==> src/isa_pkg.sv <==
package isa_pkg;

  typedef logic [15:0] word_t;
  typedef logic [2:0]  reg_idx_t;
  typedef logic [4:0]  opcode_t;
  typedef logic [1:0]  func_t;

  localparam int NUM_REGS = 8;

  localparam opcode_t OP_HALT = 5'b00000;
  localparam opcode_t OP_NOP  = 5'b00001;
  localparam opcode_t OP_JAL  = 5'b00110;
  localparam opcode_t OP_ADDI = 5'b01000;
  localparam opcode_t OP_BEQZ = 5'b01100;
  localparam opcode_t OP_BNEZ = 5'b01101;
  localparam opcode_t OP_ST   = 5'b10000;
  localparam opcode_t OP_LD   = 5'b10001;
  localparam opcode_t OP_LBI  = 5'b11000;
  localparam opcode_t OP_ALU  = 5'b11011;

  // subtract is rs minus rt
  localparam func_t FUNC_ADD = 2'b00;
  localparam func_t FUNC_SUB = 2'b01;
  localparam func_t FUNC_XOR = 2'b10;
  localparam func_t FUNC_AND = 2'b11;

  localparam int OPC_HI  = 15;
  localparam int OPC_LO  = 11;
  localparam int RS_HI   = 10;
  localparam int RS_LO   = 8;
  // R-format
  localparam int RT_HI   = 7;
  localparam int RT_LO   = 5;
  localparam int RD_HI   = 4;
  localparam int RD_LO   = 2;
  localparam int FUNC_HI = 1;
  localparam int FUNC_LO = 0;
  // I-format destination and the data register of a store
  localparam int RDI_HI  = 7;
  localparam int RDI_LO  = 5;
  localparam int IMM5_HI = 4;
  localparam int IMM8_HI = 7;

  localparam reg_idx_t LINK_REG = 3'd7;

endpackage

==> src/pipe_pkg.sv <==
package pipe_pkg;
  import isa_pkg::*;

  typedef logic [1:0] result_sel_t;

  localparam result_sel_t RES_ALU  = 2'd0;
  localparam result_sel_t RES_IMM  = 2'd1;
  localparam result_sel_t RES_LINK = 2'd2;

  // a return address and a branch target are both relative to the next pc
  localparam word_t PC_STEP = 16'd2;

  // what id_ex holds after reset, a hazard or a flush
  localparam opcode_t     BUBBLE_OPCODE     = OP_NOP;
  localparam reg_idx_t    BUBBLE_RD         = 3'd0;
  localparam result_sel_t BUBBLE_RESULT_SEL = RES_ALU;

endpackage

==> src/dx_if.sv <==
interface dx_if import isa_pkg::*, pipe_pkg::*; ();

  logic        nop_d, nop_x;
  logic        halt_d, halt_x;
  logic        err_d, err_x;
  reg_idx_t    rd_d, rd_x;
  logic        reg_write_d, reg_write_x;
  word_t       rs_data_d, rs_data_x;
  word_t       rt_data_d, rt_data_x;
  word_t       imm_d, imm_x;
  word_t       pc_d, pc_x;
  opcode_t     opcode_d, opcode_x;
  func_t       func_d, func_x;
  logic        mem_read_d, mem_read_x;
  logic        mem_write_d, mem_write_x;
  logic        branch_d, branch_x;
  logic        branch_ne_d, branch_ne_x;
  logic        save_pc_d, save_pc_x;
  result_sel_t result_sel_d, result_sel_x;

  // the decoder also looks at the x set to find read-after-write hazards
  modport decode (
    output nop_d, halt_d, err_d, rd_d, reg_write_d, rs_data_d, rt_data_d, imm_d, pc_d,
           opcode_d, func_d, mem_read_d, mem_write_d, branch_d, branch_ne_d, save_pc_d,
           result_sel_d,
    input  nop_x, rd_x, reg_write_x
  );

  modport register (
    input  nop_d, halt_d, err_d, rd_d, reg_write_d, rs_data_d, rt_data_d, imm_d, pc_d,
           opcode_d, func_d, mem_read_d, mem_write_d, branch_d, branch_ne_d, save_pc_d,
           result_sel_d,
    output nop_x, halt_x, err_x, rd_x, reg_write_x, rs_data_x, rt_data_x, imm_x, pc_x,
           opcode_x, func_x, mem_read_x, mem_write_x, branch_x, branch_ne_x, save_pc_x,
           result_sel_x
  );

  modport exec (
    input nop_x, halt_x, err_x, rd_x, reg_write_x, rs_data_x, rt_data_x, imm_x, pc_x,
          opcode_x, func_x, mem_read_x, mem_write_x, branch_x, branch_ne_x, save_pc_x,
          result_sel_x
  );

endinterface

==> src/decoder.sv <==
module decoder import isa_pkg::*, pipe_pkg::*; (
  input  word_t    instr,
  input  word_t    pc,
  input  logic     fetch_nop,
  input  logic     stall_m,
  output reg_idx_t ra,
  output reg_idx_t rb,
  input  word_t    ra_data,
  input  word_t    rb_data,
  dx_if.decode     dx,
  output logic     hold
);

  opcode_t opcode;
  word_t   imm5_sext;
  word_t   imm8_sext;
  logic    use_rs;
  logic    use_rt;
  logic    hazard;

  assign opcode = instr[OPC_HI:OPC_LO];

  // rb always addresses bits 7 to 5, which is rt or the store data register
  assign ra = instr[RS_HI:RS_LO];
  assign rb = instr[RT_HI:RT_LO];

  assign imm5_sext = word_t'($signed(instr[IMM5_HI:0]));
  assign imm8_sext = word_t'($signed(instr[IMM8_HI:0]));

  always_comb begin
    dx.nop_d        = fetch_nop;
    dx.halt_d       = 1'b0;
    dx.err_d        = 1'b0;
    dx.rd_d         = instr[RD_HI:RD_LO];
    dx.reg_write_d  = 1'b0;
    dx.rs_data_d    = ra_data;
    dx.rt_data_d    = rb_data;
    dx.imm_d        = imm5_sext;
    dx.pc_d         = pc;
    dx.opcode_d     = opcode;
    dx.func_d       = instr[FUNC_HI:FUNC_LO];
    dx.mem_read_d   = 1'b0;
    dx.mem_write_d  = 1'b0;
    dx.branch_d     = 1'b0;
    dx.branch_ne_d  = 1'b0;
    dx.save_pc_d    = 1'b0;
    dx.result_sel_d = RES_ALU;
    use_rs          = 1'b0;
    use_rt          = 1'b0;

    if (!fetch_nop) begin
      case (opcode)
        OP_NOP: dx.nop_d = 1'b1;
        OP_HALT: dx.halt_d = 1'b1;
        OP_ALU: begin
          dx.reg_write_d = 1'b1;
          use_rs         = 1'b1;
          use_rt         = 1'b1;
        end
        OP_ADDI: begin
          dx.rd_d        = instr[RDI_HI:RDI_LO];
          dx.reg_write_d = 1'b1;
          use_rs         = 1'b1;
        end
        // LBI has no room for rd in bits 7 to 5 so it writes the rs field
        OP_LBI: begin
          dx.rd_d         = instr[RS_HI:RS_LO];
          dx.reg_write_d  = 1'b1;
          dx.imm_d        = imm8_sext;
          dx.result_sel_d = RES_IMM;
        end
        OP_LD: begin
          dx.rd_d        = instr[RDI_HI:RDI_LO];
          dx.reg_write_d = 1'b1;
          dx.mem_read_d  = 1'b1;
          use_rs         = 1'b1;
        end
        OP_ST: begin
          dx.mem_write_d = 1'b1;
          use_rs         = 1'b1;
          use_rt         = 1'b1;
        end
        OP_BEQZ, OP_BNEZ: begin
          dx.branch_d    = 1'b1;
          dx.branch_ne_d = (opcode == OP_BNEZ);
          dx.imm_d       = imm8_sext;
          use_rs         = 1'b1;
        end
        // JAL takes its offset from the same 8-bit field as the branches
        OP_JAL: begin
          dx.rd_d         = LINK_REG;
          dx.reg_write_d  = 1'b1;
          dx.save_pc_d    = 1'b1;
          dx.imm_d        = imm8_sext;
          dx.result_sel_d = RES_LINK;
        end
        default: begin
          dx.err_d = 1'b1;
          dx.nop_d = 1'b1;
        end
      endcase
    end
  end

  // there is no forwarding, so any source written by the instruction in id_ex must wait
  assign hazard = !dx.nop_x && dx.reg_write_x &&
                  ((use_rs && (ra == dx.rd_x)) || (use_rt && (rb == dx.rd_x)));

  assign hold = hazard || stall_m;

endmodule

==> src/reg_file.sv <==
module reg_file import isa_pkg::*; (
  input  logic     clk,
  input  logic     rst_n,
  input  reg_idx_t ra,
  input  reg_idx_t rb,
  output word_t    ra_data,
  output word_t    rb_data,
  input  logic     wb_en,
  input  reg_idx_t wb_rd,
  input  word_t    wb_data
);

  word_t regs [NUM_REGS];

  always_ff @(posedge clk or negedge rst_n) begin
    if (!rst_n) begin
      for (int i = 0; i < NUM_REGS; i++) begin
        regs[i] <= '0;
      end
    end else if (wb_en) begin
      regs[wb_rd] <= wb_data;
    end
  end

  // a read of the register being written this cycle sees the new value
  assign ra_data = (wb_en && (wb_rd == ra)) ? wb_data : regs[ra];
  assign rb_data = (wb_en && (wb_rd == rb)) ? wb_data : regs[rb];

endmodule

==> src/id_ex.sv <==
module id_ex import pipe_pkg::*; (
  input logic    clk,
  input logic    rst_n,
  dx_if.register dx,
  input logic    stall_m,
  input logic    hazard,
  input logic    flush
);

  logic bubble;

  // flush and hazard both replace the incoming instruction with a bubble
  assign bubble = flush || hazard;

  always_ff @(posedge clk or negedge rst_n) begin
    if (!rst_n) begin
      dx.nop_x        <= 1'b1;
      dx.halt_x       <= 1'b0;
      dx.err_x        <= 1'b0;
      dx.rd_x         <= BUBBLE_RD;
      dx.reg_write_x  <= 1'b0;
      dx.opcode_x     <= BUBBLE_OPCODE;
      dx.mem_read_x   <= 1'b0;
      dx.mem_write_x  <= 1'b0;
      dx.branch_x     <= 1'b0;
      dx.branch_ne_x  <= 1'b0;
      dx.save_pc_x    <= 1'b0;
      dx.result_sel_x <= BUBBLE_RESULT_SEL;
    end else if (!stall_m) begin
      dx.nop_x        <= bubble || dx.nop_d;
      // a halt behind a taken branch must never reach execute
      dx.halt_x       <= !bubble && dx.halt_d;
      dx.err_x        <= !bubble && dx.err_d;
      dx.rd_x         <= bubble ? BUBBLE_RD : dx.rd_d;
      dx.reg_write_x  <= !bubble && dx.reg_write_d;
      dx.opcode_x     <= bubble ? BUBBLE_OPCODE : dx.opcode_d;
      dx.mem_read_x   <= !bubble && dx.mem_read_d;
      dx.mem_write_x  <= !bubble && dx.mem_write_d;
      dx.branch_x     <= !bubble && dx.branch_d;
      dx.branch_ne_x  <= !bubble && dx.branch_ne_d;
      dx.save_pc_x    <= !bubble && dx.save_pc_d;
      dx.result_sel_x <= bubble ? BUBBLE_RESULT_SEL : dx.result_sel_d;
    end
  end

  always_ff @(posedge clk) begin
    if (!stall_m) begin
      dx.rs_data_x <= dx.rs_data_d;
      dx.rt_data_x <= dx.rt_data_d;
      dx.imm_x     <= dx.imm_d;
      dx.pc_x      <= dx.pc_d;
      dx.func_x    <= dx.func_d;
    end
  end

endmodule

==> src/execute.sv <==
module execute import isa_pkg::*, pipe_pkg::*; (
  input  logic     clk,
  input  logic     rst_n,
  dx_if.exec       dx,
  input  logic     stall_m,
  output logic     ex_valid,
  output word_t    ex_result,
  output reg_idx_t ex_rd,
  output logic     ex_reg_write,
  output logic     ex_mem_read,
  output logic     ex_mem_write,
  output word_t    ex_store_data,
  output logic     branch_taken,
  output word_t    branch_target,
  output logic     halt,
  output logic     err
);

  func_t alu_func;
  word_t alu_b;
  word_t alu_out;
  word_t link_pc;
  word_t target;
  word_t result;
  logic  rs_zero;
  logic  take;
  logic  live;

  // the instruction right behind a taken branch is squashed here
  assign live = !dx.nop_x && !branch_taken;

  always_comb begin
    alu_func = FUNC_ADD;
    alu_b    = dx.imm_x;
    if (dx.opcode_x == OP_ALU) begin
      alu_func = dx.func_x;
      alu_b    = dx.rt_data_x;
    end
    case (alu_func)
      FUNC_ADD: alu_out = dx.rs_data_x + alu_b;
      FUNC_SUB: alu_out = dx.rs_data_x - alu_b;
      FUNC_AND: alu_out = dx.rs_data_x & alu_b;
      FUNC_XOR: alu_out = dx.rs_data_x ^ alu_b;
    endcase
  end

  assign link_pc = dx.pc_x + PC_STEP;
  assign target  = link_pc + dx.imm_x;

  always_comb begin
    case (dx.result_sel_x)
      RES_IMM:  result = dx.imm_x;
      RES_LINK: result = link_pc;
      default:  result = alu_out;
    endcase
  end

  assign rs_zero = (dx.rs_data_x == '0);
  assign take    = dx.save_pc_x || (dx.branch_x && (rs_zero ^ dx.branch_ne_x));

  always_ff @(posedge clk or negedge rst_n) begin
    if (!rst_n) begin
      ex_valid     <= 1'b0;
      ex_reg_write <= 1'b0;
      ex_mem_read  <= 1'b0;
      ex_mem_write <= 1'b0;
      branch_taken <= 1'b0;
      halt         <= 1'b0;
      err          <= 1'b0;
    end else if (!stall_m) begin
      ex_valid     <= live;
      ex_reg_write <= live && dx.reg_write_x;
      ex_mem_read  <= live && dx.mem_read_x;
      ex_mem_write <= live && dx.mem_write_x;
      branch_taken <= live && take;
      halt         <= live && dx.halt_x;
      // an illegal opcode travels as a nop, so it is not gated by live
      err          <= !branch_taken && dx.err_x;
    end
  end

  always_ff @(posedge clk) begin
    if (!stall_m) begin
      ex_result     <= result;
      ex_rd         <= dx.rd_x;
      ex_store_data <= dx.rt_data_x;
      branch_target <= target;
    end
  end

endmodule

==> src/cpu_dx_top.sv <==
module cpu_dx_top import isa_pkg::*; (
  input  logic     clk,
  input  logic     rst_n,
  input  word_t    instr,
  input  word_t    pc,
  input  logic     fetch_nop,
  output logic     hold,
  input  logic     stall_m,
  output logic     ex_valid,
  output word_t    ex_result,
  output reg_idx_t ex_rd,
  output logic     ex_reg_write,
  output logic     ex_mem_read,
  output logic     ex_mem_write,
  output word_t    ex_store_data,
  output logic     branch_taken,
  output word_t    branch_target,
  output logic     halt,
  output logic     err,
  input  logic     wb_en,
  input  reg_idx_t wb_rd,
  input  word_t    wb_data
);

  reg_idx_t ra;
  reg_idx_t rb;
  word_t    ra_data;
  word_t    rb_data;

  dx_if dx_bus ();

  decoder decoder_inst (
    .instr     (instr),
    .pc        (pc),
    .fetch_nop (fetch_nop),
    .stall_m   (stall_m),
    .ra        (ra),
    .rb        (rb),
    .ra_data   (ra_data),
    .rb_data   (rb_data),
    .dx        (dx_bus.decode),
    .hold      (hold)
  );

  reg_file reg_file_inst (
    .clk     (clk),
    .rst_n   (rst_n),
    .ra      (ra),
    .rb      (rb),
    .ra_data (ra_data),
    .rb_data (rb_data),
    .wb_en   (wb_en),
    .wb_rd   (wb_rd),
    .wb_data (wb_data)
  );

  // id_ex checks stall_m first, so hold acts as the hazard whenever it matters
  id_ex id_ex_inst (
    .clk     (clk),
    .rst_n   (rst_n),
    .dx      (dx_bus.register),
    .stall_m (stall_m),
    .hazard  (hold),
    .flush   (branch_taken)
  );

  execute execute_inst (
    .clk           (clk),
    .rst_n         (rst_n),
    .dx            (dx_bus.exec),
    .stall_m       (stall_m),
    .ex_valid      (ex_valid),
    .ex_result     (ex_result),
    .ex_rd         (ex_rd),
    .ex_reg_write  (ex_reg_write),
    .ex_mem_read   (ex_mem_read),
    .ex_mem_write  (ex_mem_write),
    .ex_store_data (ex_store_data),
    .branch_taken  (branch_taken),
    .branch_target (branch_target),
    .halt          (halt),
    .err           (err)
  );

endmodule

==> config.mk <==
export PLATFORM = sky130hd
export DESIGN_NAME = cpu_dx_top
export DESIGN_NICKNAME = d
export VERILOG_FILES = /design/src/isa_pkg.sv /design/src/pipe_pkg.sv /design/src/dx_if.sv /design/src/decoder.sv /design/src/reg_file.sv /design/src/id_ex.sv /design/src/execute.sv /design/src/cpu_dx_top.sv
export SDC_FILE = /design/constraint.sdc
export NUM_CORES = 1
export LEC_CHECK = 0
export BUFFER_PORTS_ARGS = -buffer_cell sky130_fd_sc_hd__buf_4
export CORE_MARGIN = 3
export CORE_UTILIZATION = 60
export DETAILED_ROUTE_END_ITERATION = 8
export GPL_TIMING_DRIVEN = 0
export HOLD_SLACK_MARGIN = 0.02
export PLACE_DENSITY = 0.79
export SETUP_SLACK_MARGIN = 0.3
export SYNTH_ARGS = -nofsm -noshare
export SYNTH_HDL_FRONTEND = slang
export SYNTH_HIERARCHICAL = 1
export SYNTH_SLANG_ARGS = --single-unit
==> constraint.sdc <==
create_clock -name clk -period 4.4 [get_ports clk]
set_clock_uncertainty 0.15 [all_clocks]
set_input_delay 0.22 -clock clk [delete_from_list [all_inputs] [get_ports clk]]
set_output_delay 0.22 -clock clk [all_outputs]
set_load 0.03 [all_outputs]
==> run_results.csv, run 1 <==
group,metric,value,unit
outcome,status,"finished clean",
floorplanning,num_rows,59,
finish,final_cell_mix,"195 x mux2_2, 168 x buf_4, 152 x dfrtp_1, 117 x edfxtp_1, 64 x mux4_1",
clock_tree,cts_tree,"built",
worst_setup_path,cpPeakStageDelay,0.55,ns
clock_tree,numCtsBuffers,30,
synth,synth_fa_ha_area_share,4.06,%
synth,synth_xor_area_share,3.41,%
floorplanning,die_h,171,um
synth,synth_edf_count,117,
finish,layout_commonest_cell,"mux2_2",
global_route,grt_first_pass_wirelength,62.8,mm
worst_setup_path,crit_path_end_kind,"flip-flop",
routing,first_pass_iters,5,
clock_tree,path_clk_slew,0.07,ns
timing,timing.fmax,0.241,GHz
finish,antennaDiodeCount,0,
worst_setup_path,critPathKind,"flip-flop to flip-flop",
power_and_ir_drop,p_leak,8.09,nW
clock_tree,root_buffer,"clkbuf_16",
timing,post-route-min-period,4.15,ns
timing,relSlewSlack,45.7,%
worst_setup_path,cp_slowest_cell,"dfstp_2",
worst_setup_path,arrival,4.29,ns
power_and_ir_drop,power.net_switching,2.49,mW
global_route,grt_use_met1,38.3,%
synth,synth_seq_area_share,44.9,%
global_route,antenna_found_initial,0,
global_route,grt_pass1_vias,11300,
power_and_ir_drop,cellPowerDensity,443,mW/mm^2
power_and_ir_drop,vdd_drop_max,0.316,mV
routing,num_vias,11300,
synth,synth_ff_type,"dfrtp_1",
synth,synth_compound_area_share,7.52,%
global_route,use_met3,3.95,%
routing,wl,41.2,mm
floorplanning,coreArea,0.0264,mm^2
worst_setup_path,start_kind,"flip-flop",
synth,synth_top_family_by_area,"multiplexers",
clock_tree,clk-insertion-delay-late,0.57,ns
synth,synthDistinctLibCells,84,
clock_tree,htree_levels,1,
timing,setup_violations,0,
routing,drc_errors,0,
routing,post_drt_wl_per_cell,23.5,um
synth,postSynth.asyncResetShare,56.8,%
worst_setup_path,rr_worst_depth,17,
floorplanning,initial_utilization,62.1,%
synth,netlist_area,0.0164,mm^2
floorplanning,io_pins,115,
worst_setup_path,critPathMaxFanout,8,
global_route,top_usage_layer,"met2",
clock_tree,clockBufferDepth,3,
routing,drt_iter0_drc,1033,
placed_design,placedCellCount,1647,
clock_tree,cts_sinks,271,
finish,nets,1503,
floorplanning,fp.dieW,171,um
global_route,grt_max_degree,95,
synth,syn_inst,1237,
global_route,grt_util_all_layers,27.6,%
synth,ys_ff_latch,271,
power_and_ir_drop,total_power,8.45,mW
timing,fin_crit_sh,94.2,%
finish,final_cells,1754,
finish,drive_gt1_share,36.2,%
finish,area_growth,16.5,%
timing,rsz0062_at_grt,"true",
worst_setup_path,crit_chain,"and4b_4 -> nand2_4 -> buf_8 -> buf_12 -> mux2i_4 -> ha_4 -> buf_4 -> nor2_1 -> xnor2_1 -> ha_1 -> a21o_1 -> a21oi_4 -> o21ai_2 -> a221o_1 -> a21oi_2 -> xor2_1 -> o221ai_1",
power_and_ir_drop,p_seq_share,41.7,%
timing,worstMarginPinSlew,0.815,ns
synth,muxShareOfSynthArea,26.0,%
synth,ys_warn_count,6,
synth,yosys.area_share.simple,7.38,%
placed_design,gp_congestion,0.919,
power_and_ir_drop,power_frac_comb,27.8,%
global_route,globalRouteOverflowTotal,0,
power_and_ir_drop,switching_share,29.5,%
worst_hold_path,min_path_cells,4,
synth,avgSynthCellArea,13.3,um^2
timing,timing.final.hold_violations,0,
floorplanning,die_area,0.0294,mm^2
placed_design,hpwl,27.6,mm
placed_design,port-buffer-count,73,
routing,postRouteAntennaNets,0,
power_and_ir_drop,power_frac_clock,30.6,%
run,cap_violations,0,
global_route,use_met2,45.6,%
synth,synth_fp_nets,1345,
worst_hold_path,min_path_type,"input port to flip-flop",
routing,via_per_inst,6.41,
power_and_ir_drop,internal_power,5.96,mW
worst_setup_path,critPathRequiredTime,4.54,ns
timing,maxSlewViolCount,0,
## routing by layer
layer / wire length, um / part of all wire [%] / up-vias
met1: 16900 / 41 / 5630
met5: 0 / 0 / -
met2: 20000 / 48 / 519
li1: - / - / 5001
met4: 1340 / 3.3 / 0
met3: 3000 / 7.3 / 100
## final timing paths
check,startpoint,to,slack (ns)
max,id_ex_inst/dx.opcode_x[0],execute_inst/ex_result[12],0.25
min,instr[7],id_ex_inst/dx.rd_x[2],0.04
max reg2reg,id_ex_inst/dx.opcode_x[0],execute_inst/ex_result[12],0.25
min reg2reg,id_ex_inst/dx.rt_data_x[15],execute_inst/ex_store_data[15],0.33
max in group asynchronous,rst_n,id_ex_inst/dx.opcode_x[0],3.17
min in group asynchronous,rst_n,reg_file_inst/regs[25],0.05
## power groups by stage
| stage | clock (mW) | sequential [mW] | combinational [mW] |
|---|---|---|---|
| 3_3_place_gp | 0 | 3.51 | 2.13 |
| 5_1_grt | 2.73 | 3.57 | 2.50 |
| 6_report | 2.59 | 3.52 | 2.35 |
| 2_1_floorplan | 0 | 3.61 | 1.49 |
| 3_5_place_dp | 0 | 3.55 | 2.20 |
| 4_1_cts | 2.63 | 3.51 | 2.28 |
## cells by family (layout without fill, tap and decap cells)
| family | count (synthesis) | count (layout) |
|---|---|---|
| simple gates | 207 | 207 |
| flops | 271 | 271 |
| fa+ha+maj | 52 | 52 |
| compound gates | 176 | 176 |
| buf+inv | 176 | 358 |
| xor+xnor | 63 | 63 |
| mux | 292 | 292 |
## flip-flops by register name (all words and copies together) (netlist names), 2 cells and up
name,count
id_ex_inst/dx.rs_data_x,16
execute_inst/ex_result,16
execute_inst/branch_target,16
id_ex_inst/dx.rt_data_x,16
id_ex_inst/dx.result_sel_x,2
execute_inst/ex_store_data,16
id_ex_inst/dx.rd_x,3
id_ex_inst/dx.imm_x,16
id_ex_inst/dx.func_x,2
id_ex_inst/dx.opcode_x,5
execute_inst/ex_rd,3
id_ex_inst/dx.pc_x,16
reg_file_inst/regs,128
## stage by stage
step	utilization, %	hold slack [ns]	TNS (ns)	setup WS [ns]	area, um^2
2_1_floorplan	-	-0.226	0	0.386	16400
3_3_place_gp	65.7	0.248	-0.315	-0.152	17400
3_5_place_dp	65.9	0.0878	-0.469	-0.176	17400
4_1_cts	71.7	0.0222	0	0.300	19000
5_1_grt	72.3	0.0362	0	0.141	19100
6_report	72.3	0.0378	0	0.254	19100
## worst max-delay path, delay by kind of cell (launching register included)
family          cells  cell delay, ns
buf+inv             3            0.42
fa+ha+maj           2            0.47
simple gates        3            0.54
xor+xnor            2            0.37
mux                 1            0.20
flops               1            0.55
compound gates      6            1.18
## final cells by class
class	instances	area, um^2
multi-input cells	790	8080
flip-flops and latches	271	7370
fillers	1694	7320
repair buffers	126	1070
plain buffers	153	1040
clock buffers	43	933
well taps	335	419
clock inverters	13	115
inverters	23	86.3
## synthesized netlist by cell type, types with 19 or more instances
master    number  share of area, %
xnor2_1       47               2.5
edfxtp_1     117                21
ha_1          50               3.8
and2_1        21              0.80
nor2_1        32              0.73
inv_1         22              0.50
mux2i_1       22               1.3
a31o_1        22               1.2
buf_4         81               3.7
clkbuf_1      25              0.57
o21ai_0       30              0.92
nand2_1       38              0.87
a21oi_1       41               1.3
mux4_1        64                10
dfrtp_1      152                23
nor3_1        19              0.58
mux2_2       195                13
## what timing repair did
action                                  in CTS  in global routing
endpoints found under the hold margin      141                  0
resized for setup                           19                 21
endpoints found under the setup margin      10                  8
hold buffers                                34                  0
pin swaps                                    9                 10
setup buffers                               11                  6
(Power assumes the default switching activity.)
==> inputs of run 2 (changes only) <==
--- a/config.mk
+++ b/config.mk
@@ -7,11 +7,12 @@
 export LEC_CHECK = 0
 export BUFFER_PORTS_ARGS = -buffer_cell sky130_fd_sc_hd__buf_4
 export CORE_MARGIN = 3
-export CORE_UTILIZATION = 60
+export CORE_UTILIZATION = 56
 export DETAILED_ROUTE_END_ITERATION = 8
+export GPL_ROUTABILITY_DRIVEN = 0
 export GPL_TIMING_DRIVEN = 0
 export HOLD_SLACK_MARGIN = 0.02
-export PLACE_DENSITY = 0.79
+export PLACE_DENSITY = 0.78
 export SETUP_SLACK_MARGIN = 0.3
 export SYNTH_ARGS = -nofsm -noshare
 export SYNTH_HDL_FRONTEND = slang
==> constraint.sdc (replaced) <==
create_clock -name clk -period 3.6 [get_ports clk]
set_clock_uncertainty 0.15 [all_clocks]
set_input_delay 0.18 -clock clk [delete_from_list [all_inputs] [get_ports clk]]
set_output_delay 0.18 -clock clk [all_outputs]
set_load 0.03 [all_outputs]
==> run 2 against run 1 <==
Compared with the run above:
- the flow now finishes with violations (negative setup slack)
- fmax increased by 0.59%
- first-iteration DRC count increased by 14%
- flip-flop and latch count unchanged
- wire length increased by 2.5%
- non-clock buffer count increased by 36
- clock-buffer cell count increased by 5
- critical path depth increased by 1
- clock power increased by 17%
==> run_results.csv, run 2 (synthesized netlist as in run 1, its figures left out) <==
group,metric,value,unit
global_route,grt_pass1_vias,11600,
worst_setup_path,crit_chain,"and4b_4 -> nand2_4 -> buf_12 -> buf_12 -> mux2i_4 -> ha_4 -> nand2_4 -> a21oi_4 -> nor2_2 -> xnor2_1 -> ha_1 -> o211ai_1 -> nor2_2 -> and3_1 -> a221o_1 -> a21oi_2 -> xor2_1 -> o221ai_1",
timing,fin_crit_sh,114,%
global_route,grt_first_pass_wirelength,63.1,mm
timing,tns,-3.96,ns
finish,area_growth,19.7,%
routing,postRouteAntennaNets,0,
outcome,violations,"negative setup slack",
floorplanning,die_area,0.0314,mm^2
clock_tree,numCtsBuffers,30,
routing,drc_errors,0,
outcome,status,"finished, violations left",
routing,via_per_inst,6.24,
clock_tree,cts_sinks,271,
routing,drt_iter0_drc,1180,
power_and_ir_drop,vdd_drop_max,0.476,mV
global_route,antenna_found_initial,0,
placed_design,port-buffer-count,73,
timing,maxSlewViolCount,0,
finish,largest_register_ffs,128,
worst_setup_path,critPathRequiredTime,3.71,ns
clock_tree,clockBufferDepth,3,
worst_setup_path,cp.buffers_inverters,2,
worst_setup_path,start_kind,"flip-flop",
worst_setup_path,cp_slowest_cell,"dfstp_2",
floorplanning,num_rows,62,
timing,relSlewSlack,37.6,%
floorplanning,coreArea,0.0288,mm^2
timing,post-route-min-period,4.12,ns
timing,whs,0.00480,ns
worst_setup_path,reg2reg_from,"id_ex_inst/dx.opcode_x[0]",
global_route,grt_max_degree,91,
clock_tree,cts_tree,"built",
timing,rsz0062_at_grt,"true",
global_route,grt_util_all_layers,25.7,%
routing,num_vias,11500,
worst_setup_path,cpPeakStageDelay,0.53,ns
global_route,globalRouteOverflowTotal,0,
routing,post_drt_wl_per_cell,23.0,um
clock_tree,root_buffer,"clkbuf_16",
timing,timing.fmax,0.243,GHz
timing,timing.final.hold_violations,0,
clock_tree,htree_levels,1,
routing,first_pass_iters,6,
worst_setup_path,crit_path_start,"id_ex_inst/dx.opcode_x[0]",
worst_setup_path,crit_path_end_kind,"flip-flop",
routing,wl,42.2,mm
worst_setup_path,critPathKind,"flip-flop to flip-flop",
worst_setup_path,cp_top_family,"compound AO/OA/AOI/OAI gates",
finish,top_register,"reg_file_inst/regs",
run,cap_violations,0,
timing,layout_setup_ws,-0.522,ns
power_and_ir_drop,p_leak,8.28,nW
floorplanning,fp.dieW,177,um
clock_tree,path_clk_slew,0.06,ns
finish,final_cell_mix,"195 x mux2_2, 183 x buf_4, 152 x dfrtp_1, 117 x edfxtp_1, 64 x mux4_1",
finish,layout_commonest_cell,"mux2_2",
clock_tree,clk-insertion-delay-late,0.60,ns
floorplanning,initial_utilization,57.0,%
floorplanning,io_pins,115,
finish,nets,1539,
power_and_ir_drop,cellPowerDensity,527,mW/mm^2
timing,worstMarginPinSlew,0.931,ns
worst_setup_path,rr_worst_depth,18,
worst_hold_path,min_path_type,"input port to async pin",
finish,drive_gt1_share,37.7,%
worst_setup_path,cp.depth,18,
placed_design,hpwl,27.7,mm
floorplanning,die_h,177,um
worst_setup_path,arrival,4.23,ns
timing,setup_violations,11,
worst_setup_path,critPathMaxFanout,4,
==> run 2: cell types whose count changed in the layout (fill, tap and decap cells not counted), sizes merged <==
cell,previous run,this run
dlygate4sd3,34,51
clkinv,8,4
clkbuf,68,73
buf,220,239
inv,26,24
diode,0,1
clkinvlp,1,0
==> run 2: power breakdown <==
group	total (mW)	switching (mW)	internal, mW
combinational	3.01	1.40	1.61
clock	3.04	1.25	1.78
sequential	4.30	0.419	3.88
==> run 2: repair_timing <==
item	in CTS	in global routing
pin swaps	35	26
gates resized for setup	43	30
buffers inserted	27	9
hold endpoints to repair	333	0
endpoints found under the setup margin	16	16
hold buffers	51	0
==> run 2: final cells by class <==
cell class                 instances  area, um^2
multi-input combinational        790        8260
tap                              384         480
clock inverter                     6        83.8
clock buffer                      48         901
sequential                       271        7370
buffer                           153        1050
antenna                            1        2.50
fill                            1942        9150
timing repair buffer             162        1400
inverter                          23        86.3
==> run 2: path summary, 6_finish.rpt <==
kind / to / slack (ns)
min reg2reg: execute_inst/ex_reg_write / 0.34
min in group clk: id_ex_inst/dx.rd_x[2] / 0.07
max reg2reg: execute_inst/ex_result[12] / -0.52
min: id_ex_inst/dx.opcode_x[2] / 0.005
max in group asynchronous: reg_file_inst/regs[104] / 2.43
max: execute_inst/ex_result[12] / -0.52
==> run 2: per-layer routing <==
| metal | GRT usage, % | vias up | routed length [um] |
|---|---|---|---|
| li1 | - | 5074 | - |
| met4 | 10.8 | 0 | 1980 |
| met2 | 42.5 | 548 | 20400 |
| met1 | 34.7 | 5700 | 17100 |
| met5 | 0 | - | 0 |
| met3 | 3.02 | 145 | 2760 |
==> run 2: stage by stage <==
stage | cells | worst slack (ns) | total power, mW | util [%] | instance area, um^2
after floorplan | 1237 | -0.238 | 6.24 | - | 16400
after global placement | 1694 | -0.667 | 6.91 | 60.7 | 17500
after detailed placement | 1696 | -0.775 | 7.04 | 60.9 | 17500
after CTS | 1828 | -0.450 | 10.3 | 67.5 | 19400
after global routing | 1837 | -0.634 | 10.8 | 68.2 | 19600
final | 1838 | -0.522 | 10.4 | 68.2 | 19600
